===== src/copper_pkg.sv =====
// copper types and constants; assumes a 1024-word program memory, 11-bit beam counters and 525 lines
package copper_pkg;

    localparam int COPP_W       = 10;           // program memory address width
    localparam int TOTAL_HEIGHT = 525;          // lines per frame, blanking included

    typedef logic [15:0]       word_t;          // data word, XR bus and program memory
    typedef logic [15:0]       addr_t;          // XR bus address
    typedef logic [COPP_W-1:0] copp_addr_t;     // program memory address
    typedef logic [10:0]       hres_t;          // horizontal beam position
    typedef logic [10:0]       vres_t;          // vertical beam position

    // instruction word layout
    localparam int B_OPCODE     = 12;           // opcode sits in bits 13:12
    localparam int B_ARG        = 11;           // HPOS/VPOS select or BRGE/BRLT polarity
    localparam int B_ARG10      = 9;            // msb of im10 / cadr10

    // pseudo register addressing
    localparam int COP_XREG     = 10;           // pseudo reg select, RA source in SETM word 1
    localparam int COP_XREG_SUB = 0;            // 0 loads RA, 1 subtracts from RA

    localparam logic [1:0] XR_CONFIG_REGION = 2'b00;    // addr bits 15:14 of config regs

    // bits 13:12 of the first word
    typedef enum logic [1:0] {
        OP_SETI  = 2'b00,                       // SETI xadr14,#im16
        OP_MOVE  = 2'b01,                       // SETM xadr16,cadr10
        OP_HVPOS = 2'b10,                       // HPOS/VPOS #im10
        OP_BRCC  = 2'b11                        // BRGE/BRLT cadr10
    } copp_opcode_t;

    typedef enum logic [1:0] {
        ST_FETCH   = 2'b00,                     // fetch, also parks here on a beam wait
        ST_DECODE  = 2'b01,                     // act on IR
        ST_SETR_RD = 2'b10,                     // SETM dest word arriving
        ST_SETR_WR = 2'b11                      // SETM source word arriving, issue write
    } copp_ex_state_t;

    // decoded view of one instruction word
    typedef struct packed {
        copp_opcode_t opcode;
        logic         two_word;                 // SETI/SETM carry a second word
        logic         wait_v;                   // VPOS when set, else HPOS
        logic         branch_on_b;              // BRLT when set, else BRGE
        logic         src_ra;                   // SETM takes RA instead of memory
        copp_addr_t   arg10;                    // branch target or SETM source
        hres_t        wait_val;                 // im10 widened to beam width
    } copp_instr_t;

    // write request from sequencer to result stage, valid is a one cycle strobe
    typedef struct packed {
        logic  valid;
        addr_t addr;
        word_t data;
    } copp_write_t;

endpackage


===== src/copper_decode.sv =====
// purely combinational; fields that do not belong to the current opcode are don't-care
module copper_decode (
    input  copper_pkg::word_t       instr_i,    // instruction word entering or held in IR
    output copper_pkg::copp_instr_t dec_o       // decoded fields
);

    always_comb begin
        dec_o.opcode      = copper_pkg::copp_opcode_t'(instr_i[copper_pkg::B_OPCODE +: 2]);
        dec_o.two_word    = !instr_i[copper_pkg::B_OPCODE + 1]; // SETI and SETM
        dec_o.wait_v      = instr_i[copper_pkg::B_ARG];
        dec_o.branch_on_b = instr_i[copper_pkg::B_ARG];         // same bit, other opcode
        dec_o.src_ra      = instr_i[copper_pkg::COP_XREG];
        dec_o.arg10       = instr_i[copper_pkg::B_ARG10:0];
        // beam counters are one bit wider than im10
        dec_o.wait_val    = {1'b0, instr_i[copper_pkg::B_ARG10:0]};
    end

endmodule


===== src/copper_execute.sv =====
// program memory must answer one cycle after the read strobe; no read/write hazard delay
module copper_execute (
    input  logic                    clk,
    input  logic                    cop_reset,
    input  logic                    cop_xreg_wr_i,      // control register strobe
    input  copper_pkg::word_t       cop_xreg_data_i,    // bit 15 is enable
    input  copper_pkg::hres_t       h_count_i,          // beam x
    input  copper_pkg::vres_t       v_count_i,          // beam y
    input  logic                    end_of_line_i,
    output logic                    copmem_rd_en_o,
    output copper_pkg::copp_addr_t  copmem_rd_addr_o,
    input  copper_pkg::word_t       copmem_rd_data_i,
    input  copper_pkg::word_t       ra_i,               // accumulator for SETM from RA
    input  logic                    borrow_i,           // flag for BRGE/BRLT
    output copper_pkg::copp_write_t wr_req_o,           // to result stage
    output logic                    prog_restart_o      // held while disabled, pulsed at frame end
);

    logic                       cop_en;         // copper running
    logic                       restart;        // clears the sequencer
    copper_pkg::copp_ex_state_t state;
    copper_pkg::copp_addr_t     pc;
    copper_pkg::copp_addr_t     pc_next;
    copper_pkg::word_t          ir;
    copper_pkg::word_t          ir_in;          // IR input, word being decoded
    copper_pkg::copp_instr_t    dec;
    logic                       rd_pipeline;    // read strobe was high last cycle
    logic                       wait_hv;        // stalled on a beam compare
    logic                       wait_for_v;     // compare against v, else h
    copper_pkg::hres_t          wait_val;
    logic                       beam_reached;

    assign restart = cop_reset | prog_restart_o;
    assign pc_next = pc + 1'b1;

    // in fetch the arriving word is decoded so the 2nd word prefetch can start at once
    assign ir_in = (state == copper_pkg::ST_FETCH && rd_pipeline) ? copmem_rd_data_i : ir;

    assign beam_reached = wait_for_v ? (v_count_i >= wait_val) : (h_count_i >= wait_val);

    copper_decode u_decode (
        .instr_i (ir_in),
        .dec_o   (dec)
    );

    // enable flag and frame restart
    always_ff @(posedge clk) begin
        if (cop_reset) begin
            cop_en         <= 1'b0;
            prog_restart_o <= 1'b1;                     // disabled means held in restart
        end else begin
            prog_restart_o <= !cop_en || (end_of_line_i &&
                (v_count_i == copper_pkg::vres_t'(copper_pkg::TOTAL_HEIGHT - 1)));
            if (cop_xreg_wr_i) begin
                cop_en <= cop_xreg_data_i[15];
            end
        end
    end

    // sequencer
    always_ff @(posedge clk) begin
        if (restart) begin
            state            <= copper_pkg::ST_FETCH;
            pc               <= '0;
            ir               <= '0;
            rd_pipeline      <= 1'b0;
            wait_hv          <= 1'b0;
            wait_for_v       <= 1'b0;
            wait_val         <= '0;
            copmem_rd_en_o   <= 1'b0;
            copmem_rd_addr_o <= '0;
            wr_req_o         <= '0;
        end else begin
            copmem_rd_en_o   <= 1'b0;                   // strobes default low
            copmem_rd_addr_o <= pc;                     // reads are at pc unless SETM source
            wr_req_o.valid   <= 1'b0;
            rd_pipeline      <= copmem_rd_en_o;         // data due this cycle

            if (beam_reached) begin
                wait_hv <= 1'b0;                        // release beam wait
            end

            case (state)
                copper_pkg::ST_FETCH: begin
                    if (!rd_pipeline) begin
                        // start a read unless stalled or one is already out
                        if (!wait_hv && !copmem_rd_en_o) begin
                            copmem_rd_en_o <= 1'b1;
                            pc             <= pc_next;
                        end
                    end else begin
                        ir <= ir_in;
                        if (dec.two_word) begin
                            copmem_rd_en_o <= 1'b1;     // prefetch operand word
                            pc             <= pc_next;
                        end
                        state <= copper_pkg::ST_DECODE;
                    end
                end

                copper_pkg::ST_DECODE: begin
                    case (dec.opcode)
                        copper_pkg::OP_SETI: begin
                            if (rd_pipeline) begin      // immediate has arrived
                                wr_req_o.valid <= 1'b1;
                                wr_req_o.addr  <= ir;   // first word is the dest
                                wr_req_o.data  <= copmem_rd_data_i;
                                copmem_rd_en_o <= 1'b1; // next fetch overlaps the write
                                pc             <= pc_next;
                                state          <= copper_pkg::ST_FETCH;
                            end
                        end
                        copper_pkg::OP_MOVE: begin
                            // source read goes out behind the dest word already in flight
                            copmem_rd_en_o   <= 1'b1;
                            copmem_rd_addr_o <= dec.arg10;
                            state            <= copper_pkg::ST_SETR_RD;
                        end
                        copper_pkg::OP_HVPOS: begin
                            wait_hv    <= 1'b1;         // overrides the release above
                            wait_for_v <= dec.wait_v;
                            wait_val   <= dec.wait_val;
                            state      <= copper_pkg::ST_FETCH;
                        end
                        copper_pkg::OP_BRCC: begin
                            if (borrow_i == dec.branch_on_b) begin
                                pc <= dec.arg10;        // taken
                            end
                            state <= copper_pkg::ST_FETCH;
                        end
                    endcase
                end

                copper_pkg::ST_SETR_RD: begin
                    wr_req_o.addr <= copmem_rd_data_i;  // second word is the dest
                    state         <= copper_pkg::ST_SETR_WR;
                end

                copper_pkg::ST_SETR_WR: begin
                    wr_req_o.valid <= 1'b1;
                    wr_req_o.data  <= dec.src_ra ? ra_i : copmem_rd_data_i;
                    copmem_rd_en_o <= 1'b1;             // fetch next opcode
                    pc             <= pc_next;
                    state          <= copper_pkg::ST_FETCH;
                end
            endcase
        end
    end

endmodule


===== src/copper_result.sv =====
// the copper never waits for xr_wr_ack_i, a new bus write replaces one still pending
module copper_result (
    input  logic                    clk,
    input  logic                    cop_reset,
    input  logic                    prog_restart_i,     // clears RA and drops the bus write
    input  copper_pkg::copp_write_t wr_req_i,           // strobe from sequencer
    input  logic                    xr_wr_ack_i,
    output logic                    xr_wr_en_o,         // high until acked
    output copper_pkg::addr_t       xr_wr_addr_o,
    output copper_pkg::word_t       xr_wr_data_o,
    output copper_pkg::word_t       ra_o,               // accumulator
    output logic                    borrow_o            // RA < data of last write
);

    logic [16:0] ra_diff;       // {borrow, RA - data}
    logic        to_pseudo;     // request targets RA or RA_SUB

    assign ra_diff   = {1'b0, ra_o} - {1'b0, wr_req_i.data};
    assign to_pseudo = (wr_req_i.addr[15:14] == copper_pkg::XR_CONFIG_REGION) &&
                       wr_req_i.addr[copper_pkg::COP_XREG];

    // RA, borrow and bus enable
    always_ff @(posedge clk) begin
        if (cop_reset || prog_restart_i) begin
            ra_o       <= '0;
            borrow_o   <= 1'b0;
            xr_wr_en_o <= 1'b0;
        end else begin
            if (xr_wr_ack_i) begin
                xr_wr_en_o <= 1'b0;                     // bus took it
            end
            if (wr_req_i.valid) begin
                borrow_o <= ra_diff[16];                // every write compares with RA
                if (!to_pseudo) begin
                    xr_wr_en_o <= 1'b1;                 // wins over a same-cycle ack
                end else if (wr_req_i.addr[copper_pkg::COP_XREG_SUB]) begin
                    ra_o <= ra_diff[15:0];              // RA_SUB
                end else begin
                    ra_o     <= wr_req_i.data;          // plain load
                    borrow_o <= 1'b0;                   // load leaves B clear
                end
            end
        end
    end

    // bus payload, only meaningful while xr_wr_en_o is high
    always_ff @(posedge clk) begin
        if (wr_req_i.valid && !to_pseudo) begin
            xr_wr_addr_o <= wr_req_i.addr;
            xr_wr_data_o <= wr_req_i.data;
        end
    end

endmodule


===== src/copper_top.sv =====
// XR bus acks may come any time after the enable; program memory has one cycle read latency
module copper_top (
    input  logic                   clk,
    input  logic                   cop_reset,
    // XR register bus
    output logic                   xr_wr_en_o,
    output copper_pkg::addr_t      xr_wr_addr_o,
    output copper_pkg::word_t      xr_wr_data_o,
    input  logic                   xr_wr_ack_i,
    // copper program memory
    output logic                   copmem_rd_en_o,
    output copper_pkg::copp_addr_t copmem_rd_addr_o,
    input  copper_pkg::word_t      copmem_rd_data_i,
    // control register, bit 15 enables
    input  logic                   cop_xreg_wr_i,
    input  copper_pkg::word_t      cop_xreg_data_i,
    // beam position
    input  copper_pkg::hres_t      h_count_i,
    input  copper_pkg::vres_t      v_count_i,
    input  logic                   end_of_line_i
);

    copper_pkg::copp_write_t wr_req;        // sequencer to result
    copper_pkg::word_t       ra;
    logic                    borrow;
    logic                    prog_restart;

    copper_execute u_execute (
        .clk              (clk),
        .cop_reset        (cop_reset),
        .cop_xreg_wr_i    (cop_xreg_wr_i),
        .cop_xreg_data_i  (cop_xreg_data_i),
        .h_count_i        (h_count_i),
        .v_count_i        (v_count_i),
        .end_of_line_i    (end_of_line_i),
        .copmem_rd_en_o   (copmem_rd_en_o),
        .copmem_rd_addr_o (copmem_rd_addr_o),
        .copmem_rd_data_i (copmem_rd_data_i),
        .ra_i             (ra),
        .borrow_i         (borrow),
        .wr_req_o         (wr_req),
        .prog_restart_o   (prog_restart)
    );

    copper_result u_result (
        .clk              (clk),
        .cop_reset        (cop_reset),
        .prog_restart_i   (prog_restart),
        .wr_req_i         (wr_req),
        .xr_wr_ack_i      (xr_wr_ack_i),
        .xr_wr_en_o       (xr_wr_en_o),
        .xr_wr_addr_o     (xr_wr_addr_o),
        .xr_wr_data_o     (xr_wr_data_o),
        .ra_o             (ra),
        .borrow_o         (borrow)
    );

endmodule


===== config.mk =====
export PLATFORM = sky130hd
export DESIGN_NAME = copper_top
export DESIGN_NICKNAME = d
export VERILOG_FILES = /design/src/copper_pkg.sv /design/src/copper_decode.sv /design/src/copper_execute.sv /design/src/copper_result.sv /design/src/copper_top.sv
export SDC_FILE = /design/constraint.sdc
export NUM_CORES = 1
export LEC_CHECK = 0
export BUFFER_PORTS_ARGS = -buffer_cell sky130_fd_sc_hd__buf_2
export CAP_MARGIN = 20
export CORE_MARGIN = 2
export CORE_UTILIZATION = 48
export CTS_CLUSTER_SIZE = 40
export DETAILED_ROUTE_END_ITERATION = 10
export PLACE_DENSITY = 0.69
export SLEW_MARGIN = 15
export SYNTH_ARGS = -nofsm -noshare
export SYNTH_HDL_FRONTEND = slang
export SYNTH_SLANG_ARGS = --single-unit

===== constraint.sdc =====
create_clock -name clk -period 7.4 [get_ports clk]
set_input_delay 0.37 -clock clk [delete_from_list [all_inputs] [get_ports clk]]
set_output_delay 0.37 -clock clk [all_outputs]
set_load 0.05 [all_outputs]

==> results_dict.tcl <==
set metrics [dict create \
    switching_power_uw 351 \
    finalNetCount 857 \
    internal_power_mw 1.24 \
    cp-start-kind "register" \
    initial_core_util_pct 49.1 \
    crit_chain "nor3b_2, buf_4, mux2i_1, ha_1, and2_1, nand2_1, o21a_1, o221ai_1, nor2_1" \
    numCtsBuffers 17 \
    synth-warning-count 0 \
    grt_max_degree 57 \
    grt-ovfl-total 0 \
    maxSlewHeadroom_pct 30.1 \
    hold_buffers 0 \
    synth_area_leaders "dfxtp_1 (32%), edfxtp_1 (15%), ha_1 (7.9%)" \
    antenna_found_initial 0 \
    p_clk_share_pct 49.4 \
    insertion_delay_ns 0.43 \
    die_y_um 120 \
    critical_path_class "reg2reg" \
    crit_slowest_cell "nor3b_2" \
    fmax_mhz 266 \
    vias 5366 \
    drt_iter0_drc 431 \
    dieArea_um2 14500 \
    wl_per_cell_um 16.8 \
    crit_fanout 19 \
    core-area_um2 13200 \
    timing.critical_path.buf_inv 1 \
    cts_resized 0 \
    worst_pin_slew_ns 1.05 \
    synth_top_area_share_pct 32.3 \
    cts_tree "done" \
    cts_root_buffer "clkbuf_16" \
    finalSetupViolCount 0 \
    combPwrFrac_pct 2.7 \
    final_antenna_net_count 0 \
    grt_pass1_vias 5222 \
    period_minus_slack_ns 3.76 \
    rows 42 \
    io-pin-count 103 \
    synth.avg_cell_area_um2 9.51 \
    grt_usage_pct 23.0 \
    slowest_delay_ns 0.63 \
    synth_top_area_cell "dfxtp_1" \
    netlist_area_um2 6500 \
    synth_edf_count 32 \
    cts_setup_buffers 0 \
    ys_async_sr_fraction_pct 0 \
    regToRegSetupSlack_ns 3.64 \
    cp.required_ns 7.71 \
    cts.sinks 137 \
    finalHoldViolCount 0 \
    powerDensity_nw_per_um2 210 \
    yosysSeqAreaShare_pct 47.1 \
    routed_via_density 5.68 \
    synthDistinctLibCells 54 \
    clock_skew_ns 0.0118 \
    status "complete, no violations" \
    ir_drop_mv 0.159 \
    drt_wl_total_mm 15.8 \
    gp_congestion 0.891 \
    fin_tns_setup_ns 0 \
    synth_ff_type "dfxtp_1" \
    drcViolationCount 0 \
    place_hpwl_mm 10.8 \
    endpoint_kind "register" \
    rsz0062_at_grt "no" \
    port_buffers 87 \
    area_growth_pct 16.6 \
    die_w_um 120 \
    crit_family "simple AND/OR/NAND/NOR gates" \
    grt_pass1_wl_mm 26.0 \
    slew_violations 0 \
    swShare_pct 22.0 \
    dr.pass1.iters 5 \
    htreeDepth 4 \
    path_clk_slew_ns 0.06 \
    leakagePower_nw 2.70 \
    holdWs_ns 0.163 \
    hp-class "in2reg" \
    diodes 0 \
    synth_seq_cells 137 \
    maxCapViolCount 0 \
    worstPathArrival_ns 4.08 \
    layout-drive-gt1-share_pct 17.0 \
    syn-num-nets 784 \
    clock_path_buffers 2 \
    p_seq_share_pct 47.9 \
    synthCells 683 \
    period_share_pct 50.8 \
]
power by group through the flow:
| stage | registers [mW] | clock network [mW] | logic [mW] |
|---|---|---|---|
| finish | 0.763 | 0.787 | 0.0432 |
| global route | 0.763 | 0.830 | 0.0481 |
| floorplan | 0.780 | 0 | 0.0190 |
| CTS | 0.763 | 0.799 | 0.0431 |
| detailed placement | 0.779 | 0 | 0.0428 |
| global placement | 0.779 | 0 | 0.0407 |
routing by layer:
layer	track usage, %	vias up	wire length [um]
li1	-	2619	-
met1	29.5	2518	7060
met2	37.7	199	7480
met3	5.19	30	945
met4	9.16	0	358
met5	0	-	0
worst reg2reg max path: stages, from the launching register on:
cell	delay, ns
dfxtp_1	0.41
nor3b_2	0.63
buf_4	0.35
mux2i_1	0.46
ha_1	0.27
and2_1	0.18
nand2_1	0.40
o21a_1	0.54
o221ai_1	0.32
nor2_1	0.08
logic make-up (layout without fill, tap and decap cells):
| logic type | count (synthesis) | count (layout) | synth area share [%] |
|---|---|---|---|
| xor+xnor | 13 | 13 | 1.75 |
| fa+ha+maj | 42 | 42 | 8.20 |
| simple gates | 220 | 220 | 15.3 |
| buf+inv | 72 | 158 | 4.60 |
| mux | 27 | 27 | 4.37 |
| compound gates | 172 | 172 | 18.7 |
| flops | 137 | 137 | 47.1 |
layout by cell type, fill, tap and decap left out, types with 4 or more instances in the layout:
cell type | netlist | final
o211ai_1 | 4 | 4
buf_2 | 5 | 87
a21oi_1 | 36 | 36
nor2_1 | 128 | 127
inv_1 | 36 | 36
and2_1 | 8 | 8
mux2i_1 | 25 | 25
edfxtp_1 | 32 | 32
o22ai_1 | 5 | 5
a31oi_1 | 8 | 8
a211o_1 | 4 | 4
nand2b_1 | 9 | 9
dfxtp_1 | 105 | 105
nand2_1 | 27 | 27
nand3_1 | 17 | 17
a211oi_1 | 28 | 28
a21o_1 | 12 | 12
and3_1 | 6 | 6
clkbuf_16 | 0 | 17
xor2_1 | 8 | 8
nor3_1 | 6 | 6
o221ai_1 | 34 | 34
xnor2_1 | 5 | 5
ha_1 | 41 | 41
o21a_1 | 4 | 4
o21ai_0 | 21 | 21
area by class of cell:
class,instances,area (um2)
sequential,137,3060
clock inverter,15,128
inverter,36,135
fill,1186,5660
clock buffer,17,425
multi-input combinational,474,3150
tap,176,220
timing repair buffer,90,458
per-stage QoR:
stage	total power, mW	utilization (%)	instances	setup WS, ns	instance area [um2]
after floorplan	0.799	-	683	4.77	6500
after global placement	0.820	53.0	913	3.77	7020
after detailed placement	0.822	53.0	913	3.67	7020
after CTS	1.60	57.2	945	3.66	7580
after global routing	1.64	57.2	945	3.27	7580
final	1.59	57.2	945	3.64	7580
registers in the layout, indices dropped and copies added (netlist names), named ones only:
name and cells:
u_execute.copmem_rd_addr_o 10, u_execute.wr_req_o 33, u_execute.cop_en 1, u_result.ra_o 16, u_result.xr_wr_data_o 16, u_execute.copmem_rd_en_o 1, u_result.borrow_o 1, u_execute.wait_hv 1
u_execute.prog_restart_o 1, u_execute.pc 10, u_execute.wait_for_v 1, u_execute.state 1, u_result.xr_wr_en_o 1, u_result.xr_wr_addr_o 16, u_execute.rd_pipeline 1, u_execute.ir 16
u_execute.wait_val 10
path summary, 6_finish.rpt:
| path | startpoint | to | cells after the start |
|---|---|---|---|
| setup / recovery | u_execute.rd_pipeline$_SDFF_PP0_ | u_execute.wr_req_o[15]$_SDFFE_PP0P_ | 9 |
| hold / removal | cop_reset | u_execute.cop_en$_SDFFE_PP0P_ | 2 |
| setup reg to reg | u_execute.rd_pipeline$_SDFF_PP0_ | u_execute.wr_req_o[15]$_SDFFE_PP0P_ | 9 |
| hold reg to reg | u_execute.wr_req_o[25]$_SDFFE_PP0P_ | u_result.xr_wr_addr_o[9]$_DFFE_PP_ | 0 |
cell usage after synthesis, types with 8 or more instances:
cell type and number:
a211oi_1 28, a21o_1 12, a21oi_1 36, a31oi_1 8, and2_1 8, clkbuf_1 24
dfxtp_1 105, edfxtp_1 32, ha_1 41, inv_1 36, mux2i_1 25, nand2_1 27
nand2b_1 9, nand3_1 17, nor2_1 128, o21ai_0 21, o221ai_1 34, xor2_1 8
(Power assumes the default switching activity.)
